## src/verilog/decode_consts.svh

```systemverilog
`ifndef DECODE_CONSTS_SVH
`define DECODE_CONSTS_SVH

`define XLEN            32
`define REG_ADDR_W      5

// rv32i base opcodes
`define OP              7'b0110011
`define OP_IMM          7'b0010011
`define LOAD            7'b0000011
`define STORE           7'b0100011
`define BRANCH          7'b1100011
`define LUI             7'b0110111
`define AUIPC           7'b0010111
`define JAL             7'b1101111
`define JALR            7'b1100111

// funct3 codes, branch and load/store tables reuse them
`define FUNCT3_ADD      3'b000
`define FUNCT3_SLL      3'b001
`define FUNCT3_SLT      3'b010
`define FUNCT3_SLTU     3'b011
`define FUNCT3_XOR      3'b100
`define FUNCT3_SR       3'b101
`define FUNCT3_OR       3'b110
`define FUNCT3_AND      3'b111

`define FUNCT7_NORM     7'b0000000
`define FUNCT7_ALT      7'b0100000

`define OP_RNG          6:0
`define RD_RNG          11:7
`define FUNCT3_RNG      14:12
`define RS1_RNG         19:15
`define RS2_RNG         24:20
`define FUNCT7_RNG      31:25

// immediate fields
`define IMM_SIGN_BIT    31
`define I_IMM_RNG       31:20
`define S_IMM_HI_RNG    31:25
`define S_IMM_LO_RNG    11:7
`define B_IMM_11_BIT    7
`define B_IMM_10_5_RNG  30:25
`define B_IMM_4_1_RNG   11:8
`define U_IMM_RNG       31:12
`define J_IMM_19_12_RNG 19:12
`define J_IMM_11_BIT    20
`define J_IMM_10_1_RNG  30:21

`endif
```

## src/verilog/decode_pkg.sv

```systemverilog
`default_nettype none

`include "decode_consts.svh"

package decode_pkg;

    typedef logic [`XLEN-1:0] word_t;
    typedef logic [`REG_ADDR_W-1:0] reg_addr_t;

    // one code per operation handed to the alu
    typedef enum logic [4:0] {
        OP_NONE, ADD, SUB, SLT, SLTU, XOR, OR, AND, SLL, SRL, SRA,
        BEQ, BNE, BLT, BGE, BLTU, BGEU,
        LB, LH, LW, LBU, LHU,
        SB, SH, SW,
        LUI, AUIPC, JAL, JALR
    } alu_op_e;

    typedef enum logic [2:0] {
        FMT_R, FMT_I, FMT_S, FMT_B, FMT_U, FMT_J, FMT_NONE
    } ins_fmt_e;

    typedef struct packed {
        alu_op_e   op;
        logic      wb_vld;
        reg_addr_t wb_addr;
        word_t     br_st_imm;
    } dec_bundle_t;

    typedef struct packed {
        word_t src1;
        word_t src2;
    } src_pair_t;

endpackage

`default_nettype wire

```

## src/verilog/decode_stage.sv

```systemverilog
`default_nettype none
`timescale 1ns/1ps

`include "decode_consts.svh"

module decode_stage
    import decode_pkg::*;
(
    input  logic      clk,
    input  logic      rst_n_i,
    input  logic      ifu_vld_i,
    input  word_t     ifu_ins_i,
    input  word_t     ifu_pc_i,
    output logic      ifu_rdy_o,
    output reg_addr_t rf_src1_addr_o,
    output reg_addr_t rf_src2_addr_o,
    input  word_t     rf_src1_data_i,
    input  word_t     rf_src2_data_i,
    input  logic      alu_wb_vld_i,
    input  logic      alu_wb_ld_i,
    input  reg_addr_t alu_wb_addr_i,
    input  word_t     alu_wb_data_i,
    input  logic      lsu_wb_vld_i,
    input  logic      lsu_wb_ld_i,
    input  reg_addr_t lsu_wb_addr_i,
    input  word_t     lsu_wb_data_i,
    input  logic      rf_wb_vld_i,
    input  reg_addr_t rf_wb_addr_i,
    input  word_t     rf_wb_data_i,
    input  logic      alu_rdy_i,
    input  logic      alu_flush_i,
    output logic      alu_vld_o,
    output alu_op_e   alu_op_o,
    output logic      alu_wb_vld_o,
    output reg_addr_t alu_wb_addr_o,
    output word_t     alu_src1_o,
    output word_t     alu_src2_o,
    output word_t     alu_br_st_imm_o,
    output word_t     alu_pc_o
);

    logic        capture;
    logic        ld_stall;
    alu_op_e     dec_op;
    ins_fmt_e    dec_fmt;
    logic        dec_wb_vld;
    word_t       imm;
    word_t       br_st_imm;
    dec_bundle_t bundle_d;
    dec_bundle_t bundle_q;
    src_pair_t   src_d;
    src_pair_t   src_q;

    decode_ctrl u_ctrl (
        .clk         (clk),
        .rst_n_i     (rst_n_i),
        .ifu_vld_i   (ifu_vld_i),
        .alu_rdy_i   (alu_rdy_i),
        .alu_flush_i (alu_flush_i),
        .ld_stall_i  (ld_stall),
        .ifu_rdy_o   (ifu_rdy_o),
        .capture_o   (capture),
        .alu_vld_o   (alu_vld_o)
    );

    op_decoder u_op_dec (
        .ins_i    (ifu_ins_i),
        .op_o     (dec_op),
        .fmt_o    (dec_fmt),
        .wb_vld_o (dec_wb_vld)
    );

    imm_gen u_imm_gen (
        .ins_i       (ifu_ins_i),
        .fmt_i       (dec_fmt),
        .imm_o       (imm),
        .br_st_imm_o (br_st_imm)
    );

    operand_bypass u_bypass (
        .ins_i          (ifu_ins_i),
        .fmt_i          (dec_fmt),
        .imm_i          (imm),
        .alu_wb_vld_i   (alu_wb_vld_i),
        .alu_wb_ld_i    (alu_wb_ld_i),
        .alu_wb_addr_i  (alu_wb_addr_i),
        .alu_wb_data_i  (alu_wb_data_i),
        .lsu_wb_vld_i   (lsu_wb_vld_i),
        .lsu_wb_ld_i    (lsu_wb_ld_i),
        .lsu_wb_addr_i  (lsu_wb_addr_i),
        .lsu_wb_data_i  (lsu_wb_data_i),
        .rf_wb_vld_i    (rf_wb_vld_i),
        .rf_wb_addr_i   (rf_wb_addr_i),
        .rf_wb_data_i   (rf_wb_data_i),
        .rf_src1_data_i (rf_src1_data_i),
        .rf_src2_data_i (rf_src2_data_i),
        .rf_src1_addr_o (rf_src1_addr_o),
        .rf_src2_addr_o (rf_src2_addr_o),
        .src_o          (src_d),
        .ld_stall_o     (ld_stall)
    );

    assign bundle_d.op        = dec_op;
    assign bundle_d.wb_vld    = dec_wb_vld;
    assign bundle_d.wb_addr   = ifu_ins_i[`RD_RNG];
    assign bundle_d.br_st_imm = br_st_imm;

    stage_reg #(.payload_t(dec_bundle_t)) u_bundle_reg (
        .clk     (clk),
        .rst_n_i (rst_n_i),
        .en_i    (capture),
        .d_i     (bundle_d),
        .q_o     (bundle_q)
    );

    stage_reg #(.payload_t(src_pair_t)) u_src_reg (
        .clk     (clk),
        .rst_n_i (rst_n_i),
        .en_i    (capture),
        .d_i     (src_d),
        .q_o     (src_q)
    );

    stage_reg #(.payload_t(word_t)) u_pc_reg (
        .clk     (clk),
        .rst_n_i (rst_n_i),
        .en_i    (capture),
        .d_i     (ifu_pc_i),
        .q_o     (alu_pc_o)
    );

    assign alu_op_o        = bundle_q.op;
    assign alu_wb_vld_o    = bundle_q.wb_vld;
    assign alu_wb_addr_o   = bundle_q.wb_addr;
    assign alu_br_st_imm_o = bundle_q.br_st_imm;
    assign alu_src1_o      = src_q.src1;
    assign alu_src2_o      = src_q.src2;

endmodule

`default_nettype wire

```

## src/verilog/stage_reg.sv

```systemverilog
`default_nettype none
`timescale 1ns/1ps

`include "decode_consts.svh"

module stage_reg #(
    parameter type payload_t = logic [`XLEN-1:0]
) (
    input  logic     clk,
    input  logic     rst_n_i,
    input  logic     en_i,
    input  payload_t d_i,
    output payload_t q_o
);

    always_ff @(posedge clk or negedge rst_n_i) begin
        if (!rst_n_i) begin
            q_o <= '0;
        end else if (en_i) begin
            q_o <= d_i;
        end
    end

endmodule

`default_nettype wire

```

## src/verilog/operand_bypass.sv

```systemverilog
`default_nettype none
`timescale 1ns/1ps

`include "decode_consts.svh"

module operand_bypass
    import decode_pkg::*;
(
    input  word_t     ins_i,
    input  ins_fmt_e  fmt_i,
    input  word_t     imm_i,
    input  logic      alu_wb_vld_i,
    input  logic      alu_wb_ld_i,
    input  reg_addr_t alu_wb_addr_i,
    input  word_t     alu_wb_data_i,
    input  logic      lsu_wb_vld_i,
    input  logic      lsu_wb_ld_i,
    input  reg_addr_t lsu_wb_addr_i,
    input  word_t     lsu_wb_data_i,
    input  logic      rf_wb_vld_i,
    input  reg_addr_t rf_wb_addr_i,
    input  word_t     rf_wb_data_i,
    input  word_t     rf_src1_data_i,
    input  word_t     rf_src2_data_i,
    output reg_addr_t rf_src1_addr_o,
    output reg_addr_t rf_src2_addr_o,
    output src_pair_t src_o,
    output logic      ld_stall_o
);

    logic use_rs1;
    logic use_rs2;

    assign rf_src1_addr_o = ins_i[`RS1_RNG];
    assign rf_src2_addr_o = ins_i[`RS2_RNG];

    // a pending load result cannot be forwarded yet
    function automatic logic ld_hit(input reg_addr_t rs);
        ld_hit = (alu_wb_vld_i && alu_wb_ld_i && alu_wb_addr_i == rs)
              || (lsu_wb_vld_i && lsu_wb_ld_i && lsu_wb_addr_i == rs);
    endfunction

    // newest result first: alu, lsu, rf write port, then rf read
    function automatic word_t fwd_data(input reg_addr_t rs, input word_t rf_data);
        if (alu_wb_vld_i && !alu_wb_ld_i && alu_wb_addr_i == rs) begin
            fwd_data = alu_wb_data_i;
        end else if (lsu_wb_vld_i && !lsu_wb_ld_i && lsu_wb_addr_i == rs) begin
            fwd_data = lsu_wb_data_i;
        end else if (rf_wb_vld_i && rf_wb_addr_i == rs) begin
            fwd_data = rf_wb_data_i;
        end else begin
            fwd_data = rf_data;
        end
    endfunction

    always_comb begin
        use_rs1 = (fmt_i != FMT_U) && (fmt_i != FMT_J);
        use_rs2 = (fmt_i inside {FMT_R, FMT_S, FMT_B});
        src_o.src1 = use_rs1 ? fwd_data(rf_src1_addr_o, rf_src1_data_i) : rf_src1_data_i;
        if (fmt_i inside {FMT_I, FMT_U, FMT_J}) begin
            src_o.src2 = imm_i;
        end else begin
            src_o.src2 = use_rs2 ? fwd_data(rf_src2_addr_o, rf_src2_data_i) : rf_src2_data_i;
        end
        ld_stall_o = (use_rs1 && ld_hit(rf_src1_addr_o)) || (use_rs2 && ld_hit(rf_src2_addr_o));
        assert (!ld_stall_o || alu_wb_vld_i || lsu_wb_vld_i)
            else $error("load stall without a valid producer");
    end

endmodule

`default_nettype wire

```

## src/verilog/imm_gen.sv

```systemverilog
`default_nettype none
`timescale 1ns/1ps

`include "decode_consts.svh"

module imm_gen
    import decode_pkg::*;
(
    input  word_t    ins_i,
    input  ins_fmt_e fmt_i,
    output word_t    imm_o,
    output word_t    br_st_imm_o
);

    logic  sign;
    word_t i_imm;
    word_t s_imm;
    word_t b_imm;
    word_t u_imm;
    word_t j_imm;

    assign sign = ins_i[`IMM_SIGN_BIT];

    assign i_imm = {{(`XLEN-12){sign}}, ins_i[`I_IMM_RNG]};
    assign s_imm = {{(`XLEN-12){sign}}, ins_i[`S_IMM_HI_RNG], ins_i[`S_IMM_LO_RNG]};
    // bit 0 of branch and jump offsets is implied zero
    assign b_imm = {{(`XLEN-12){sign}}, ins_i[`B_IMM_11_BIT], ins_i[`B_IMM_10_5_RNG],
                    ins_i[`B_IMM_4_1_RNG], 1'b0};
    assign u_imm = {ins_i[`U_IMM_RNG], 12'b0};
    assign j_imm = {{(`XLEN-20){sign}}, ins_i[`J_IMM_19_12_RNG], ins_i[`J_IMM_11_BIT],
                    ins_i[`J_IMM_10_1_RNG], 1'b0};

    always_comb begin
        case (fmt_i)
            FMT_I:   imm_o = i_imm;
            FMT_S:   imm_o = s_imm;
            FMT_B:   imm_o = b_imm;
            FMT_U:   imm_o = u_imm;
            FMT_J:   imm_o = j_imm;
            default: imm_o = '0;
        endcase
    end

    assign br_st_imm_o = (fmt_i == FMT_B) ? b_imm : ((fmt_i == FMT_S) ? s_imm : '0);

endmodule

`default_nettype wire

```

## src/verilog/op_decoder.sv

```systemverilog
`default_nettype none
`timescale 1ns/1ps

`include "decode_consts.svh"

module op_decoder
    import decode_pkg::*;
(
    input  word_t    ins_i,
    output alu_op_e  op_o,
    output ins_fmt_e fmt_o,
    output logic     wb_vld_o
);

    logic [6:0] opcode;
    logic [2:0] funct3;
    logic [6:0] funct7;

    assign opcode = ins_i[`OP_RNG];
    assign funct3 = ins_i[`FUNCT3_RNG];
    assign funct7 = ins_i[`FUNCT7_RNG];

    // funct7 only qualifies r-type ops, except shifts which check it for both
    function automatic alu_op_e arith_op(input logic [2:0] f3, input logic [6:0] f7,
                                         input logic is_reg);
        logic norm;
        logic alt;
        norm = (f7 == `FUNCT7_NORM);
        alt = (f7 == `FUNCT7_ALT);
        arith_op = OP_NONE;
        case (f3)
            `FUNCT3_ADD:  arith_op = (!is_reg || norm) ? ADD : (alt ? SUB : OP_NONE);
            `FUNCT3_SLT:  arith_op = (!is_reg || norm) ? SLT : OP_NONE;
            `FUNCT3_SLTU: arith_op = (!is_reg || norm) ? SLTU : OP_NONE;
            `FUNCT3_XOR:  arith_op = (!is_reg || norm) ? XOR : OP_NONE;
            `FUNCT3_OR:   arith_op = (!is_reg || norm) ? OR : OP_NONE;
            `FUNCT3_AND:  arith_op = (!is_reg || norm) ? AND : OP_NONE;
            `FUNCT3_SLL:  arith_op = norm ? SLL : OP_NONE;
            default:      arith_op = norm ? SRL : (alt ? SRA : OP_NONE);
        endcase
    endfunction

    always_comb begin
        op_o = OP_NONE;
        fmt_o = FMT_NONE;
        case (opcode)
            `OP: begin
                fmt_o = FMT_R;
                op_o = arith_op(funct3, funct7, 1'b1);
            end
            `OP_IMM: begin
                fmt_o = FMT_I;
                op_o = arith_op(funct3, funct7, 1'b0);
            end
            `LOAD: begin
                fmt_o = FMT_I;
                case (funct3)
                    `FUNCT3_ADD: op_o = LB;
                    `FUNCT3_SLL: op_o = LH;
                    `FUNCT3_SLT: op_o = LW;
                    `FUNCT3_XOR: op_o = LBU;
                    `FUNCT3_SR:  op_o = LHU;
                    default:     op_o = OP_NONE;
                endcase
            end
            `STORE: begin
                fmt_o = FMT_S;
                case (funct3)
                    `FUNCT3_ADD: op_o = SB;
                    `FUNCT3_SLL: op_o = SH;
                    `FUNCT3_SLT: op_o = SW;
                    default:     op_o = OP_NONE;
                endcase
            end
            `BRANCH: begin
                fmt_o = FMT_B;
                case (funct3)
                    `FUNCT3_ADD: op_o = BEQ;
                    `FUNCT3_SLL: op_o = BNE;
                    `FUNCT3_XOR: op_o = BLT;
                    `FUNCT3_SR:  op_o = BGE;
                    `FUNCT3_OR:  op_o = BLTU;
                    `FUNCT3_AND: op_o = BGEU;
                    default:     op_o = OP_NONE;
                endcase
            end
            `LUI: begin
                fmt_o = FMT_U;
                op_o = LUI;
            end
            `AUIPC: begin
                fmt_o = FMT_U;
                op_o = AUIPC;
            end
            `JAL: begin
                fmt_o = FMT_J;
                op_o = JAL;
            end
            `JALR: begin
                fmt_o = FMT_I;
                op_o = JALR;
            end
            default: begin
                fmt_o = FMT_NONE;
                op_o = OP_NONE;
            end
        endcase
        wb_vld_o = (fmt_o inside {FMT_R, FMT_I, FMT_U, FMT_J});
        assert (fmt_o != FMT_NONE || op_o == OP_NONE)
            else $error("op decoded for unknown format");
    end

endmodule

`default_nettype wire

```

## src/verilog/decode_ctrl.sv

```systemverilog
`default_nettype none
`timescale 1ns/1ps

`include "decode_consts.svh"

module decode_ctrl (
    input  logic clk,
    input  logic rst_n_i,
    input  logic ifu_vld_i,
    input  logic alu_rdy_i,
    input  logic alu_flush_i,
    input  logic ld_stall_i,
    output logic ifu_rdy_o,
    output logic capture_o,
    output logic alu_vld_o
);

    // free slot when the alu drains or nothing is held
    assign ifu_rdy_o = (alu_rdy_i | ~alu_vld_o) & ~ld_stall_i;

    assign capture_o = ifu_vld_i & ifu_rdy_o & ~alu_flush_i;

    always_ff @(posedge clk or negedge rst_n_i) begin
        if (!rst_n_i) begin
            alu_vld_o <= 1'b0;
        end else begin
            alu_vld_o <= capture_o | (alu_vld_o & ~alu_rdy_i & ~alu_flush_i);
        end
    end

    a_no_rdy_in_stall: assert property (
        @(posedge clk) disable iff (!rst_n_i)
        ld_stall_i |-> !ifu_rdy_o
    ) else $error("fetch ready raised during load-use stall");

    // held instruction must survive back-pressure
    a_hold_vld: assert property (
        @(posedge clk) disable iff (!rst_n_i)
        (alu_vld_o && !alu_rdy_i && !alu_flush_i) |=> alu_vld_o
    ) else $error("alu valid dropped under back-pressure");

endmodule

`default_nettype wire

```

## config.mk

```make
export PLATFORM = sky130hd
export DESIGN_NAME = decode_stage
export DESIGN_NICKNAME = d
export VERILOG_FILES = /design/src/verilog/decode_pkg.sv /design/src/verilog/decode_stage.sv /design/src/verilog/stage_reg.sv /design/src/verilog/operand_bypass.sv /design/src/verilog/imm_gen.sv /design/src/verilog/op_decoder.sv /design/src/verilog/decode_ctrl.sv
export VERILOG_INCLUDE_DIRS = /design/src /design/src/verilog
export SDC_FILE = /design/constraint.sdc
export NUM_CORES = 1
export LEC_CHECK = 0
export BUFFER_PORTS_ARGS = -buffer_cell sky130_fd_sc_hd__buf_4
export CAP_MARGIN = 40
export CORE_AREA = 2 2 157 159
export DETAILED_ROUTE_END_ITERATION = 12
export DIE_AREA = 0 0 159 161
export PLACE_DENSITY = 0.76
export SYNTH_ARGS = -nofsm -noshare
export SYNTH_HDL_FRONTEND = slang
export SYNTH_SLANG_ARGS = --single-unit
```

## constraint.sdc

```tcl
create_clock -name clk -period 2 [get_ports clk]
set_input_delay 0.5 -clock clk [delete_from_list [all_inputs] [get_ports clk]]
set_output_delay 0.5 -clock clk [all_outputs]
set_load 0.05 [all_outputs]
```

==> metrics.csv, run 1 <==
metric,value,unit
status,"finished, violations left",
violations,negative setup slack,
whs,252,ps
grt_pass1_vias,10300,
clk_latency,420,ps
grt_usage,0.297,
slew_viol_final,0,
dp_slack,-491,ps
drt_iter0_markers,1239,
grt_overflow,0,
ios,400,
syn-num-nets,1367,
slowest_stage,and4b_2,
synth_edf_count,0,
die_w,159,um
min_period,2190,ps
r2r_slack,-20,ps
yosys_warnings,0,
dp_hpwl,29800,um
io_buffers,399,
die_area,0.0256,mm2
tightest_slew,881,ps
cts_max_level,4,
antenna_left,0,
num_vias,10900,
fin_crit_sh,1.10,
drv_cap,0,
via_per_inst,5.67,
first_pass_iters,5,
syn_to_final_growth,70.9,%
cts_buffers,17,
fp-row-count,57,
power_density,723,mW/mm2
ir_drop,0.474,mV
crit_path_end_kind,output port,
crit_path_max_incr_delay,320,ps
worst_slack,-191,ps
final_nets,1827,
core_area,0.0240,mm2
path_clk_slew,60,ps
avgSynthCellArea,7.55,um2
fin_cells,1916,
yosysMostFrequentCell,nand2_1,
crit_type,in -> out,
crit_family,simple AND/OR/NAND/NOR gates,
antenna_found_initial,1,
crit_fanout,3,
utilization,0.602,
critPathBufInv,2,
route.detailed.drc,0,
syn_area,0.00844,mm2
grt_pass1_wl,59600,um
cts_tree,built,
leakage,7.06,nW
gp_congestion,0.948,
grt_max_degree,58,
yosysSeqAreaShare,0.359,
hold_viol_final,0,
ys_top_cells_by_area,"dfrtp_1 36%, nand2_1 12%, o21ai_0 7.5%, a211oi_1 5.2%, mux2i_1 5.1%",
skew,8.75,ps
ys_async_sr_fraction,1.00,
fp.dieH,161,um
synth_commonest_cells,"266 x nand2_1, 127 x o21ai_0, 121 x dfrtp_1",
cts.path.max_buffers,2,
cp-start-kind,primary input,
path_cells,buf_6 -> and4b_2 -> and3_4 -> a21oi_4 -> o21a_4 -> nor3_4 -> buf_6,
clock_sinks,121,
root_buffer,clkbuf_16,
yosysTopAreaCell,dfrtp_1,
setup_violations,92,
ys_ff_latch,121,
rsz0062_at_grt,true,
fmax,456,MHz
wire_per_inst,21.7,um
drt_wl_total,41500,um
ys.flop_type,dfrtp_1,
synthCells,1118,
hold_path_class,in -> reg,
synth_top_area_frac,0.359,
synth.distinct_cells,54,
initial_core_util,0.352,
dp_cells,1852,
p_total,10.4,mW
cp.required,1500,ps
critical_path.most_common_cell,buf_6,
maxSlewHeadroom,0.397,
worstPathArrival,1690,ps
layout-drive-gt1-share,0.461,
final cells by class:
cell class,count,area [um2]
clock inverters,12,165
inverters,6,22.5
fillers,2094,9540
clock buffers,20,457
well taps,324,405
multi-input cells,866,5410
repair buffers,566,4930
flip-flops and latches,121,3030
diodes,1,2.50
routing by layer:
layer | track usage | routed length, um
met4 | 0.140 | 1980
met2 | 0.494 | 19800
met1 | 0.372 | 16000
met5 | 0 | 0
met3 | 0.0624 | 3780
cells in the final DEF (no fill, tap or decap), types with 16 or more instances in the layout:
cell       synthesis  final
o21ai_0          127     82
nand3_1           39     22
nand2_1          266    232
clkbuf_16          0     27
nor2_1            56     44
buf_6              2     31
nand2_2            1     29
a211oi_1          59     48
dfrtp_1          121    119
xnor2_1           20     16
buf_12             0     27
o21ai_1            6     39
buf_4             32    492
o22ai_1           24     22
a21oi_1           84     82
mux2i_1           43     43
worst paths after layout:
check / startpoint / endpoint / cells past startpoint
worst max register to register: u_ctrl.alu_vld_o / u_src_reg.q_o[28] / 8
worst min-delay path: alu_flush_i / u_ctrl.alu_vld_o / 2
min in group asynchronous: rst_n_i / u_src_reg.q_o[34] / 2
worst max-delay path: ifu_ins_i[4] / ifu_rdy_o / 7
max in group asynchronous: rst_n_i / u_pc_reg.q_o[16] / 3
worst min register to register: u_bundle_reg.q_o[7] / u_bundle_reg.q_o[7] / 2
report_power, final:
part           leakage, nW  switching [mW]  internal [mW]
sequential            1.48           0.259           2.80
combinational         5.28            2.53           1.51
clock                0.299            1.28           2.05
worst register-to-register path, stage by stage, from the launching register on:
cell,delay (ps)
dfrtp_2,410
nor2b_4,130
or3b_4,390
nor3_4,230
buf_8,210
buf_12,160
buf_12,140
nand2_8,60
o22a_1,180
stage by stage:
step,instance area [um2],setup TNS [ps]
detailed placement,12700,-48850
finish,14400,-5160
CTS,13400,-187
global route,14400,-12790
floorplan,8760,-13180
global placement,12700,-48360
registers in the layout, indices dropped and copies added (netlist names):
name / flops
u_bundle_reg.q_o: 24
u_ctrl.alu_vld_o: 1
u_src_reg.q_o: 64
u_pc_reg.q_o: 32
timing repair:
item,in CTS,in global routing
endpoints found under the hold margin,30,0
cloned,1,13
buffers inserted,3,15
gates resized for setup,18,193
setup endpoints to repair,92,99
pin swaps,4,48
hold buffers,1,0
kinds of logic after synthesis:
logic type | synth area share
xor+xnor | 0.0342
buf+inv | 0.0788
compound gates | 0.268
flops | 0.359
mux | 0.0523
simple gates | 0.208
(Power assumes the default switching activity.)
==> run 2: changes to the inputs <==
Settings changed: PLACE_DENSITY 0.76 to 0.74.
Clock period 2 ns to 2.45 ns, I/O delays scaled along.
==> run 2 against run 1 <==
The flow still finishes with violations (negative setup slack). Critical path depth stayed put. Die area stayed put. Largest cell class unchanged. Via count is 4.1% lower. Routed wire length is 5.5% lower. Global-route usage is 0.12 points lower. Sequential share of layout area is 2.2 points higher. Combinational power is 25% lower. Non-clock buffer count is 62 lower. Flip-flop and latch count stayed put. Setup slack better by 160 ps. Total power is 23% lower.
==> metrics.csv, run 2 (synthesis gave the netlist of run 1 again) <==
metric,value,unit,change
cts_tree,built,,unchanged
largest_reg_flops,64,,unchanged
root_buffer,clkbuf_16,,unchanged
path_cells,buf_6 -> xnor2_2 -> nand3_2 -> or3_4 -> a21oi_4 -> nor3_4 -> buf_6,,was buf_6 -> and4b_2 -> and3_4 -> a21oi_4 -> o21a_4 -> nor3_4 -> buf_6
fin_cells,1854,,was 1916
fp.dieH,161,um,unchanged
r2r_slack,210,ps,was -20 ps
gp_congestion,0.975,,was 0.948
critical_path.most_common_cell,buf_6,,unchanged
worst_slack,-31.1,ps,was -191 ps
hold_viol_final,0,,unchanged
first_pass_iters,7,,was 5
tightest_slew,777,ps,was 881 ps
cp-start-kind,primary input,,unchanged
fp-row-count,57,,unchanged
nFillCells,2292,,was 2094
status,"finished, violations left",,unchanged
violations,negative setup slack,,unchanged
multiInputGateArea,0.00488,mm2,was 0.00541 mm2
regMostFlops,u_src_reg.q_o,,unchanged
power_density,615,mW/mm2,was 723 mW/mm2
slowest_stage,or3_4,,was and4b_2
cts.path.max_buffers,2,,unchanged
grt_overflow,0,,unchanged
core_area,0.0240,mm2,unchanged
dp_cells,1817,,was 1852
grt_pass1_wl,59200,um,was 59600 um
crit_fanout,5,,was 3
io_buffers,399,,unchanged
ios,400,,unchanged
via_per_inst,5.62,,was 5.67
crit_path_max_incr_delay,420,ps,was 320 ps
drt_iter0_markers,762,,was 1239
clk_latency,430,ps,was 420 ps
cts_max_level,4,,unchanged
num_vias,10400,,was 10900
antenna_found_initial,3,,was 1
cts_buffers,17,,unchanged
antenna_left,0,,unchanged
p_total,8.02,mW,was 10.4 mW
route.detailed.drc,0,,unchanged
clock_sinks,121,,unchanged
final_common_cell,buf_4,,unchanged
leakage,6.50,nW,was 7.06 nW
crit_type,in -> out,,unchanged
cp.required,1840,ps,was 1500 ps
drv_cap,0,,unchanged
path_clk_slew,70,ps,was 60 ps
die_area,0.0256,mm2,unchanged
grt_pass1_vias,10300,,about the same
die_w,159,um,unchanged
fmax,403,MHz,
setup_violations,1,,was 92
hold_path_class,in -> async,,was in -> reg
utilization,0.543,,was 0.602
crit_path_end_kind,output port,,unchanged
worstPathArrival,1870,ps,was 1690 ps
reg_top3,"u_src_reg.q_o: 64 flops, u_pc_reg.q_o: 32 flops, u_bundle_reg.q_o: 24 flops",,unchanged
grt_usage,0.296,,was 0.297
final_nets,1764,,was 1827
rsz0062_at_grt,true,,unchanged
ir_drop,0.397,mV,was 0.474 mV
fin_crit_sh,1.01,,
drt_wl_total,39300,um,was 41500 um
layout-drive-gt1-share,0.374,,was 0.461
initial_core_util,0.352,,unchanged
syn_to_final_growth,54.3,%,was 70.9%
fin_setup_tns,-31.1,ps,was -5160 ps
dp_hpwl,30100,um,was 29800 um
min_period,2480,ps,
regArea,0.00303,mm2,about the same
maxSlewHeadroom,0.480,,was 0.397
grt_max_degree,45,,was 58
skew,11.1,ps,was 8.75 ps
layout_common_cells,"474 x buf_4, 265 x nand2_1, 127 x o21ai_0",,"was 492 x buf_4, 232 x nand2_1, 119 x dfrtp_1"
wire_per_inst,21.2,um,was 21.7 um
slew_viol_final,0,,unchanged
run 2: cell types whose count changed in the layout (fill, tap and decap cells not counted), moves of 18 or more:
cell / before / now
buf_4: 492 / 474
buf_6: 31 / 6
nand2_1: 232 / 265
nand2_2: 29 / 2
o21ai_0: 82 / 127
o21ai_1: 39 / 6
run 2: report_power, final:
part | switching (mW) | internal [mW]
registers | 0.185 | 2.29
logic | 1.97 | 1.07
clock network | 1.16 | 1.35
total | 3.31 | 4.71
run 2: cell type report:
cell class,instances,share of cell area
tap,324,0.0311
clock inverter,15,0.0113
inverter,6,0.00173
multi-input combinational,865,0.375
sequential,121,0.232
clock buffer,17,0.0327
antenna,2,0.000384
timing repair buffer,504,0.315
run 2: routing by layer:
layer / vias up / global-route usage / share of wire
li1: 4762 / - / -
met1: 4963 / 0.353 / 0.39
met2: 605 / 0.508 / 0.48
met3: 92 / 0.0804 / 0.096
met4: 0 / 0.119 / 0.037
met5: - / 0 / 0
run 2: what timing repair did:
action	CTS	global route
resized for setup	17	3
buffers inserted	2	1
pin swaps	8	4
hold buffers	0	0
setup endpoints to repair	1	1
run 2: worst max-delay path, delay by kind of cell:
kind / cells / cell delay, ps
compound gates: 1 / 160
xor+xnor: 1 / 200
buf+inv: 2 / 280
simple gates: 3 / 610
run 2: final timing paths:
path	depth (start not counted)	start	endpoint
min in group clk	2	alu_flush_i	u_ctrl.alu_vld_o
min reg2reg	2	u_bundle_reg.q_o[6]	u_bundle_reg.q_o[6]
max in group asynchronous	2	rst_n_i	u_src_reg.q_o[38]
min	1	rst_n_i	u_src_reg.q_o[33]
max	7	ifu_ins_i[23]	ifu_rdy_o
max reg2reg	7	u_ctrl.alu_vld_o	u_src_reg.q_o[57]
run 2: per-stage QoR:
stage	cell area [um2]	setup slack, ps	hold slack (ps)
final	13000	-31.1	95.6
after global routing	13000	-49.3	110
after CTS	13000	1.69	114
after detailed placement	12300	-196	462
after global placement	12300	-138	455
after floorplan	8470	-24.4	317
